File: config.mk
export PLATFORM = sky130hd
export DESIGN_NAME = pool_accel
export DESIGN_NICKNAME = d
export VERILOG_FILES = /design/src/rtl/pool_pkg.sv /design/src/rtl/pool_cmd_ctrl.sv /design/src/rtl/window_reader.sv /design/src/rtl/result_fifo.sv /design/src/rtl/result_writer.sv /design/src/rtl/wb_arbiter.sv /design/src/rtl/pool_accel.sv
export SDC_FILE = /design/constraint.sdc
export NUM_CORES = 1
export LEC_CHECK = 0
export BUFFER_PORTS_ARGS = -buffer_cell sky130_fd_sc_hd__clkbuf_2
export CAP_MARGIN = 20
export CORE_MARGIN = 2
export CORE_UTILIZATION = 40
export DETAILED_ROUTE_END_ITERATION = 12
export GPL_TIMING_DRIVEN = 0
export PLACE_DENSITY = 0.66
export SYNTH_ARGS = -nofsm -noshare
export SYNTH_HDL_FRONTEND = slang
export SYNTH_HIERARCHICAL = 1
export SYNTH_SLANG_ARGS = --single-unit
File: constraint.sdc
create_clock -name clk -period 7.6 [get_ports clk]
set_input_delay 0 -clock clk [delete_from_list [all_inputs] [get_ports clk]]
set_output_delay 0 -clock clk [all_outputs]
set_load 0.02 [all_outputs]
File: src/rtl/pool_pkg.sv
package pool_pkg;

    // Data word or byte address.
    typedef logic [31:0] word_t;

    // Image width, height or coordinate in words.
    typedef logic [7:0] dim_t;

    // Kernel size or stride where 0 reads as 1.
    typedef logic [1:0] ksize_t;

    typedef enum logic {
        POOL_MAX = 1'b0,  // Signed maximum.
        POOL_SUM = 1'b1   // Wrapping sum.
    } pool_mode_e;

    typedef enum logic [1:0] {
        OP_CONF = 2'd0,
        OP_DEST = 2'd1,
        OP_RUN  = 2'd2
    } cmd_op_e;

    typedef enum logic [1:0] {
        ST_IDLE,
        ST_RUN,
        ST_DRAIN
    } ctrl_state_e;

    // CONF fields in rk.
    localparam int CONF_KSIZE_LSB  = 0;
    localparam int CONF_STRIDE_LSB = 2;
    localparam int CONF_MODE_BIT   = 4;
    localparam int CONF_WIDTH_LSB  = 8;
    localparam int CONF_HEIGHT_LSB = 16;

endpackage

File: src/rtl/pool_cmd_ctrl.sv
module pool_cmd_ctrl import pool_pkg::*; (
    input  logic       clk,
    input  logic       rst,
    input  logic       cmd_valid_i,
    input  cmd_op_e    cmd_op_i,
    input  word_t      cmd_rj_i,
    input  word_t      cmd_rk_i,
    input  logic       writer_done_i,
    output logic       rsp_valid_o,
    output logic       start_o,
    output ksize_t     ksize_o,
    output ksize_t     stride_o,
    output dim_t       width_o,
    output dim_t       height_o,
    output pool_mode_e mode_o,
    output word_t      src_base_o,
    output word_t      dst_base_o
);

    ctrl_state_e state_q;
    logic        cmd_acc;
    logic        conf_acc;
    logic        dest_acc;
    logic        run_acc;
    ksize_t      ksize_f;
    ksize_t      stride_f;

    assign cmd_acc  = cmd_valid_i && (state_q == ST_IDLE);  // Idle only.
    assign conf_acc = cmd_acc && (cmd_op_i == OP_CONF);
    assign dest_acc = cmd_acc && (cmd_op_i == OP_DEST);
    assign run_acc  = cmd_acc && (cmd_op_i == OP_RUN);

    assign ksize_f  = cmd_rk_i[CONF_KSIZE_LSB +: 2];
    assign stride_f = cmd_rk_i[CONF_STRIDE_LSB +: 2];

    always_ff @(posedge clk) begin
        if (conf_acc) begin
            ksize_o    <= (ksize_f == 2'd0) ? 2'd1 : ksize_f;
            stride_o   <= (stride_f == 2'd0) ? 2'd1 : stride_f;
            mode_o     <= pool_mode_e'(cmd_rk_i[CONF_MODE_BIT]);
            width_o    <= cmd_rk_i[CONF_WIDTH_LSB +: 8];
            height_o   <= cmd_rk_i[CONF_HEIGHT_LSB +: 8];
            src_base_o <= cmd_rj_i;
        end
        if (dest_acc) begin
            dst_base_o <= cmd_rj_i;
        end
    end

    always_ff @(posedge clk) begin
        if (rst) begin
            state_q     <= ST_IDLE;
            rsp_valid_o <= 1'b0;
        end else begin
            rsp_valid_o <= conf_acc || dest_acc || (state_q == ST_DRAIN && writer_done_i);
            case (state_q)
                ST_IDLE: begin
                    if (run_acc) begin
                        state_q <= ST_RUN;
                    end
                end
                ST_RUN: begin
                    state_q <= ST_DRAIN;  // Start goes out here.
                end
                ST_DRAIN: begin
                    if (writer_done_i) begin
                        state_q <= ST_IDLE;
                    end
                end
                default: begin
                    state_q <= ST_IDLE;
                end
            endcase
        end
    end

    assign start_o = (state_q == ST_RUN);

endmodule

File: src/rtl/window_reader.sv
module window_reader import pool_pkg::*; (
    input  logic       clk,
    input  logic       rst,
    input  logic       start_i,
    input  ksize_t     ksize_i,
    input  ksize_t     stride_i,
    input  dim_t       width_i,
    input  dim_t       height_i,
    input  pool_mode_e mode_i,
    input  word_t      src_base_i,
    input  logic       fifo_full_i,
    input  logic       rd_ack_i,
    input  word_t      rd_dat_i,
    output logic       rd_req_o,
    output word_t      rd_adr_o,
    output logic       push_o,
    output word_t      push_data_o,
    output logic       done_o
);

    dim_t       x_q;
    dim_t       y_q;
    ksize_t     i_q;
    ksize_t     j_q;
    logic       busy_q;
    logic       req_q;
    logic       push_q;
    logic       last_q;
    logic       done_q;
    word_t      acc_q;
    word_t      acc_nxt;
    logic       win_first;
    logic       i_last;
    logic       j_last;
    logic       fits;
    logic       fit_x;
    logic       fit_y;
    logic [9:0] nx_w;
    logic [9:0] ny_w;
    word_t      row;
    word_t      offs;

    assign win_first = (i_q == 2'd0) && (j_q == 2'd0);
    assign i_last    = (i_q == ksize_i - 2'd1);
    assign j_last    = (j_q == ksize_i - 2'd1);

    // Next origin and whether the window still fits.
    assign nx_w  = {2'b00, x_q} + 10'(stride_i);
    assign ny_w  = {2'b00, y_q} + 10'(stride_i);
    assign fit_x = (nx_w + 10'(ksize_i)) <= 10'(width_i);
    assign fit_y = (ny_w + 10'(ksize_i)) <= 10'(height_i);
    assign fits  = (10'(ksize_i) <= 10'(width_i)) && (10'(ksize_i) <= 10'(height_i));

    assign row      = word_t'(y_q) + word_t'(i_q);
    assign offs     = row * word_t'(width_i) + word_t'(x_q) + word_t'(j_q);
    assign rd_adr_o = src_base_i + (offs << 2);

    always_comb begin
        if (mode_i == POOL_MAX) begin
            acc_nxt = ($signed(rd_dat_i) > $signed(acc_q)) ? rd_dat_i : acc_q;
        end else begin
            acc_nxt = acc_q + rd_dat_i;
        end
    end

    always_ff @(posedge clk) begin
        if (req_q && rd_ack_i) begin
            acc_q <= win_first ? rd_dat_i : acc_nxt;  // First word seeds.
        end
    end

    always_ff @(posedge clk) begin
        if (rst) begin
            busy_q <= 1'b0;
            req_q  <= 1'b0;
            push_q <= 1'b0;
            last_q <= 1'b0;
            done_q <= 1'b0;
            x_q    <= '0;
            y_q    <= '0;
            i_q    <= '0;
            j_q    <= '0;
        end else if (start_i) begin
            busy_q <= fits;
            done_q <= !fits;  // Image smaller than kernel.
            req_q  <= 1'b0;
            push_q <= 1'b0;
            last_q <= 1'b0;
            x_q    <= '0;
            y_q    <= '0;
            i_q    <= '0;
            j_q    <= '0;
        end else begin
            if (req_q && rd_ack_i) begin
                req_q <= 1'b0;
                if (!j_last) begin
                    j_q <= j_q + 2'd1;
                end else if (!i_last) begin
                    j_q <= '0;
                    i_q <= i_q + 2'd1;
                end else begin
                    j_q    <= '0;
                    i_q    <= '0;
                    push_q <= 1'b1;
                    if (fit_x) begin
                        x_q <= nx_w[7:0];
                    end else begin
                        x_q <= '0;
                        if (fit_y) begin
                            y_q <= ny_w[7:0];
                        end else begin
                            last_q <= 1'b1;
                        end
                    end
                end
            end else if (busy_q && !req_q && !push_q && (!win_first || !fifo_full_i)) begin
                req_q <= 1'b1;
            end
            if (push_q) begin
                push_q <= 1'b0;
                if (last_q) begin
                    busy_q <= 1'b0;
                    done_q <= 1'b1;
                end
            end
        end
    end

    assign rd_req_o    = req_q;
    assign push_o      = push_q;
    assign push_data_o = acc_q;
    assign done_o      = done_q;

endmodule

File: src/rtl/result_fifo.sv
module result_fifo import pool_pkg::*; #(
    parameter int FIFO_DEPTH = 4
) (
    input  logic  clk,
    input  logic  rst,
    input  logic  push_i,
    input  word_t push_data_i,
    input  logic  pop_i,
    output word_t head_data_o,
    output logic  full_o,
    output logic  empty_o
);

    localparam int AW = $clog2(FIFO_DEPTH);

    word_t         mem [FIFO_DEPTH];
    logic [AW-1:0] head_q;
    logic [AW-1:0] tail_q;
    logic          hwrap_q;
    logic          twrap_q;
    logic          do_push;
    logic          do_pop;
    logic          ptr_eq;

    assign ptr_eq  = (head_q == tail_q);
    assign full_o  = ptr_eq && (hwrap_q != twrap_q);
    assign empty_o = ptr_eq && (hwrap_q == twrap_q);
    assign do_push = push_i && !full_o;
    assign do_pop  = pop_i && !empty_o;

    assign head_data_o = mem[head_q];

    always_ff @(posedge clk) begin
        if (do_push) begin
            mem[tail_q] <= push_data_i;
        end
    end

    always_ff @(posedge clk) begin
        if (rst) begin
            head_q  <= '0;
            tail_q  <= '0;
            hwrap_q <= 1'b0;
            twrap_q <= 1'b0;
        end else begin
            if (do_push) begin
                tail_q <= tail_q + 1'b1;
                if (&tail_q) begin
                    twrap_q <= !twrap_q;  // Tail laps the buffer.
                end
            end
            if (do_pop) begin
                head_q <= head_q + 1'b1;
                if (&head_q) begin
                    hwrap_q <= !hwrap_q;
                end
            end
        end
    end

endmodule

File: src/rtl/result_writer.sv
module result_writer import pool_pkg::*; (
    input  logic  clk,
    input  logic  rst,
    input  logic  start_i,
    input  word_t dst_base_i,
    input  logic  empty_i,
    input  word_t head_data_i,
    input  logic  reader_done_i,
    input  logic  wr_ack_i,
    output logic  wr_req_o,
    output word_t wr_adr_o,
    output word_t wr_dat_o,
    output logic  pop_o,
    output logic  done_o
);

    logic  busy_q;
    logic  req_q;
    word_t adr_q;

    always_ff @(posedge clk) begin
        if (start_i) begin
            adr_q <= dst_base_i;
        end else if (req_q && wr_ack_i) begin
            adr_q <= adr_q + 32'd4;  // Next result word.
        end
    end

    always_ff @(posedge clk) begin
        if (rst) begin
            busy_q <= 1'b0;
            req_q  <= 1'b0;
        end else if (start_i) begin
            busy_q <= 1'b1;
            req_q  <= 1'b0;
        end else begin
            if (req_q && wr_ack_i) begin
                req_q <= 1'b0;
            end else if (busy_q && !req_q && !empty_i) begin
                req_q <= 1'b1;
            end
            if (done_o) begin
                busy_q <= 1'b0;
            end
        end
    end

    assign wr_req_o = req_q;
    assign wr_adr_o = adr_q;
    assign wr_dat_o = head_data_i;  // Head is stable until pop.
    assign pop_o    = req_q && wr_ack_i;
    assign done_o   = busy_q && !req_q && empty_i && reader_done_i;

endmodule

File: src/rtl/wb_arbiter.sv
module wb_arbiter import pool_pkg::*; (
    input  logic  clk,
    input  logic  rst,
    input  logic  rd_req_i,
    input  word_t rd_adr_i,
    input  logic  wr_req_i,
    input  word_t wr_adr_i,
    input  word_t wr_dat_i,
    input  word_t wb_dat_i,
    input  logic  wb_ack_i,
    output logic  rd_ack_o,
    output word_t rd_dat_o,
    output logic  wr_ack_o,
    output logic  wb_cyc_o,
    output logic  wb_stb_o,
    output logic  wb_we_o,
    output word_t wb_adr_o,
    output word_t wb_dat_o
);

    logic busy_q;
    logic sel_wr_q;
    logic sel_wr;
    logic active;

    // Reader wins when the bus is idle.
    assign sel_wr = busy_q ? sel_wr_q : !rd_req_i;
    assign active = busy_q || rd_req_i || wr_req_i;

    always_ff @(posedge clk) begin
        if (rst) begin
            busy_q   <= 1'b0;
            sel_wr_q <= 1'b0;
        end else if (wb_ack_i) begin
            busy_q <= 1'b0;
        end else if (active) begin
            busy_q   <= 1'b1;  // Grant held until ack.
            sel_wr_q <= sel_wr;
        end
    end

    assign wb_cyc_o = active;
    assign wb_stb_o = active;
    assign wb_we_o  = active && sel_wr;
    assign wb_adr_o = sel_wr ? wr_adr_i : rd_adr_i;
    assign wb_dat_o = wr_dat_i;

    assign rd_ack_o = wb_ack_i && !sel_wr;
    assign wr_ack_o = wb_ack_i && sel_wr;
    assign rd_dat_o = wb_dat_i;

endmodule

File: src/rtl/pool_accel.sv
module pool_accel import pool_pkg::*; #(
    parameter int FIFO_DEPTH = 4
) (
    input  logic    clk,
    input  logic    rst,
    input  logic    cmd_valid_i,
    input  cmd_op_e cmd_op_i,
    input  word_t   cmd_rj_i,
    input  word_t   cmd_rk_i,
    output logic    rsp_valid_o,
    output logic    wb_cyc_o,
    output logic    wb_stb_o,
    output logic    wb_we_o,
    output word_t   wb_adr_o,
    output word_t   wb_dat_o,
    input  word_t   wb_dat_i,
    input  logic    wb_ack_i
);

    logic       start;
    ksize_t     ksize;
    ksize_t     stride;
    dim_t       width;
    dim_t       height;
    pool_mode_e mode;
    word_t      src_base;
    word_t      dst_base;
    logic       reader_done;
    logic       writer_done;
    logic       rd_req;
    word_t      rd_adr;
    logic       rd_ack;
    word_t      rd_dat;
    logic       wr_req;
    word_t      wr_adr;
    word_t      wr_dat;
    logic       wr_ack;
    logic       push;
    word_t      push_data;
    logic       pop;
    word_t      head_data;
    logic       fifo_full;
    logic       fifo_empty;

    pool_cmd_ctrl u_ctrl (
        .clk           (clk),
        .rst           (rst),
        .cmd_valid_i   (cmd_valid_i),
        .cmd_op_i      (cmd_op_i),
        .cmd_rj_i      (cmd_rj_i),
        .cmd_rk_i      (cmd_rk_i),
        .writer_done_i (writer_done),
        .rsp_valid_o   (rsp_valid_o),
        .start_o       (start),
        .ksize_o       (ksize),
        .stride_o      (stride),
        .width_o       (width),
        .height_o      (height),
        .mode_o        (mode),
        .src_base_o    (src_base),
        .dst_base_o    (dst_base)
    );

    window_reader u_reader (
        .clk         (clk),
        .rst         (rst),
        .start_i     (start),
        .ksize_i     (ksize),
        .stride_i    (stride),
        .width_i     (width),
        .height_i    (height),
        .mode_i      (mode),
        .src_base_i  (src_base),
        .fifo_full_i (fifo_full),
        .rd_ack_i    (rd_ack),
        .rd_dat_i    (rd_dat),
        .rd_req_o    (rd_req),
        .rd_adr_o    (rd_adr),
        .push_o      (push),
        .push_data_o (push_data),
        .done_o      (reader_done)
    );

    result_fifo #(
        .FIFO_DEPTH (FIFO_DEPTH)
    ) u_fifo (
        .clk         (clk),
        .rst         (rst),
        .push_i      (push),
        .push_data_i (push_data),
        .pop_i       (pop),
        .head_data_o (head_data),
        .full_o      (fifo_full),
        .empty_o     (fifo_empty)
    );

    result_writer u_writer (
        .clk           (clk),
        .rst           (rst),
        .start_i       (start),
        .dst_base_i    (dst_base),
        .empty_i       (fifo_empty),
        .head_data_i   (head_data),
        .reader_done_i (reader_done),
        .wr_ack_i      (wr_ack),
        .wr_req_o      (wr_req),
        .wr_adr_o      (wr_adr),
        .wr_dat_o      (wr_dat),
        .pop_o         (pop),
        .done_o        (writer_done)
    );

    wb_arbiter u_arb (
        .clk      (clk),
        .rst      (rst),
        .rd_req_i (rd_req),
        .rd_adr_i (rd_adr),
        .wr_req_i (wr_req),
        .wr_adr_i (wr_adr),
        .wr_dat_i (wr_dat),
        .wb_dat_i (wb_dat_i),
        .wb_ack_i (wb_ack_i),
        .rd_ack_o (rd_ack),
        .rd_dat_o (rd_dat),
        .wr_ack_o (wr_ack),
        .wb_cyc_o (wb_cyc_o),
        .wb_stb_o (wb_stb_o),
        .wb_we_o  (wb_we_o),
        .wb_adr_o (wb_adr_o),
        .wb_dat_o (wb_dat_o)
    );

endmodule

==> results.md <==
* Diode count at 0
* Worst Path Arrival at 7.65 ns
* Final Worst Setup Slack at -0.0466 ns
* WL met3 at about 2300 um
* Die Width at roughly 230 um
* Least-Margin Pin Slew at about 1.1 ns
* R2r setup slk at 3.19 ns
* FP Rows at 83
* Pre-antenna DRT Iters at 5
* Post-synthesis sequential area ratio at between 40 and 50%
* CTS Buffer Depth at 3
* H-tree levels at 2
* Post-Syn Area at around 21,000 um^2
* Post-Route Skew at 0.0231 ns
* CTS buffer count at 38
* CP max-delay cell: fa_1
* Layout Cells excl Fill at 2,892
* PwrDens at ~160 nW/um^2
* WL/cell at between 15 and 20 um
* Vias per inst at 5.21
* DRC errors left at 0
* Peak VDD IR at between 100 and 150 uV
* Most common cell after layout, fill and taps aside: edfxtp_1
* Slowest stage delay, CP at 0.58 ns
* Total track usage at between 10% and 20%
* Starting Density at roughly two fifths
* Core Region at between 50,000 and 60,000 um^2
* Commonest non-fill, non-tap cells in the layout: edfxtp_1 (277), inv_1 (176), ha_1 (153), buf_4 (139), nand2_1 (130)
* Hold Slack at around 0.15 ns
* Routed length on met1 at about 21,000 um
* RSZ-0062 raised after global routing: true
* Final WL at between 50,000 and 60,000 um
* Place WS at -1.09 ns
* DR top layer: met4
* Critical path fanouts, max at 5
* Via count at approximately 15k
* CTS tree: yes
* Die height at 233 um
* Share of the synthesized area in the top cell type at between 30% and 40%
* Static Leak at ~11 nW
* Final nets at 2,508
* Syn Inst Count at roughly 1.9k
* EDFF count, synth at roughly 280
* Worst EP required at 7.60 ns
* Clock slew at reported path FFs at about 0.06 ns
* Placer congestion estimate at approximately 0.9
* Synth Net Count at 2,196
* Synth area leaders: edfxtp_1 (40%), ha_1 (9.8%), fa_1 (5.6%)
* Failing checks: negative setup slack
* Wire length of the first global-routing pass at 79,300 um
* Max-cap viol count at 0
* Largest net degree at the start of global routing at 32
* Most frequent CP cell: fa_1
* Synth Flop Type: edfxtp_1
* Grt total ovfl at 0
* Initial DRC Count at 1,043
* Synth cell types at between 80 and 90
* Dpl hpwl at around 36,000 um
* Hold/Removal Path Class: in -> reg
* FF+latch count, synth at between 300 and 400
* Initial antenna violation count at 0
* Port Buffer Count at between 100 and 150
* Placed insts at approximately 2.7k
* Startpoint Class: register
* Final worst path period share at 101%
* Worst Setup End Kind: output pin
* Clock Sinks at around 320
* Synth warn at 6
* Vias in the first global route at ~15k
* WL met2 at ~26,000 um
* Final hold viol count at 0
* Max Fclk at between 0.1 and 0.15 GHz
* Clock latency on the worst-skew pair at 0.56 ns
* Status: finished, violations left
* # IOs at 170
* Rel. slew slack at about a quarter
* Setup_tns at -0.103 ns
* Share of layout cells above drive strength 1 at 24.7%
* Fin. max-slew vios at 0
* Antenna Nets Post-Route at 0
* Root buf cell: clkbuf_16
* Average cell area after synthesis at approximately 11 um^2
* Final Util at roughly half
* Yosys top cell by area: edfxtp_1
* Area Overhead vs Synth at 23.3%
* Final setup fails at 6
* Post-layout minimum cycle time at around 7.6 ns
* Asr flop ratio synth at 0%
* Critical path class: reg -> out
* DIE AREA at roughly 54,000 um^2
cells in the mapped netlist (10+ instances only):
master and n:
nand2b_1 15, xor2_1 41, clkbuf_1 33, mux4_2 32, nand2_1 137, and3_1 17, fa_1 59, edfxtp_1 277
mux2_4 28, a21oi_1 79, nand3_1 42, nor2_1 104, o211ai_1 10, inv_1 186, or4_1 17, nor2b_1 11
nand4_1 24, o31ai_1 15, a31oi_1 27, nor3_1 17, and2_1 42, buf_4 99, a21o_1 15, dfxtp_1 40
nor4_1 14, o21ai_0 73, ha_1 164, o21bai_1 16, xnor2_1 85
cell families after synthesis:
logic type | count (synthesis) | share of synthesized area [%]
adders and majority gates | 227 | 15.6
DFF | 317 | 43.6
muxes | 72 | 6.12
AOI/OAI and AO/OA | 307 | 9.50
xor gates and xnor gates | 126 | 5.28
and+or+nand+nor | 480 | 11.6
buffers and inverters | 342 | 8.30
report_power, final:
group / internal (mW) / total [mW] / leakage [nW] / switching [mW]
Sequential: 1.90 / 1.92 / 2.84 / 0.0173
Clock: 1.07 / 1.81 / 0.585 / 0.739
Combinational: 0.203 / 0.404 / 7.13 / 0.201
Total: 3.18 / 4.14 / 10.6 / 0.957
registers in the layout, summed over array words and instances, names as in the netlist, 8 cells and up, named ones only:
register,cells
u_fifo/mem,128
u_ctrl/dst_base_o,32
u_ctrl/src_base_o,32
u_reader/push_data_o,32
u_writer/wr_adr_o,32
u_ctrl/height_o,8
u_ctrl/width_o,8
u_reader/x_q,8
u_reader/y_q,8
critical path: cells and delay by family (launching register included):
| family | cells | cell delay (ns) |
|---|---|---|
| AO/OA/AOI/OAI | 7 | 1.68 |
| XOR/XNOR | 3 | 0.44 |
| adder cells (fa/ha/maj) | 7 | 2.90 |
| buffers and inverters | 8 | 0.84 |
| flip-flops | 1 | 0.38 |
| multiplexers | 1 | 0.26 |
| AND/OR/NAND/NOR | 6 | 0.55 |
stage by stage:
step | instance area [um^2] | power (mW)
floorplan | 20900 | 2.21
global route | 25800 | 4.29
detailed placement | 22600 | 2.31
finish | 25800 | 4.14
CTS | 25400 | 4.18
global placement | 22400 | 2.31
worst paths after layout:
kind                                          from                end  cells after the start
worst max register to register  u_ctrl/stride_o[0]    u_reader/y_q[0]                     16
worst min register to register     u_reader/busy_q    u_reader/busy_q                      2
worst max-delay path               u_reader/i_q[1]       wb_adr_o[30]                     32
worst min-delay path                  cmd_rk_i[14]  u_ctrl/width_o[6]                      2
cell type report:
cell class                 instances  area [um^2]
clock buffer                      52         1050
clock inverter                    17          181
tap                              680          851
multi-input combinational       1212        10700
fill                            4615        25700
sequential                       317         9130
buffer                           153         1030
inverter                         187          707
timing repair buffer             274         2120
layer usage:
metal	GRT usage (%)	vias up
li1	-	7193
met1	22.9	7381
met2	33.1	400
met3	2.62	85
met4	5.91	0
met5	0	-
what timing repair did:
action | in CTS | in global routing
pin swaps | 58 | 44
hold buffers | 94 | 0
setup buffers | 20 | 18
setup endpoints to repair | 18 | 13
resized for setup | 98 | 57
endpoints found under the hold margin | 149 | 0
gates cloned | 0 | 0
(Power assumes the default switching activity.)
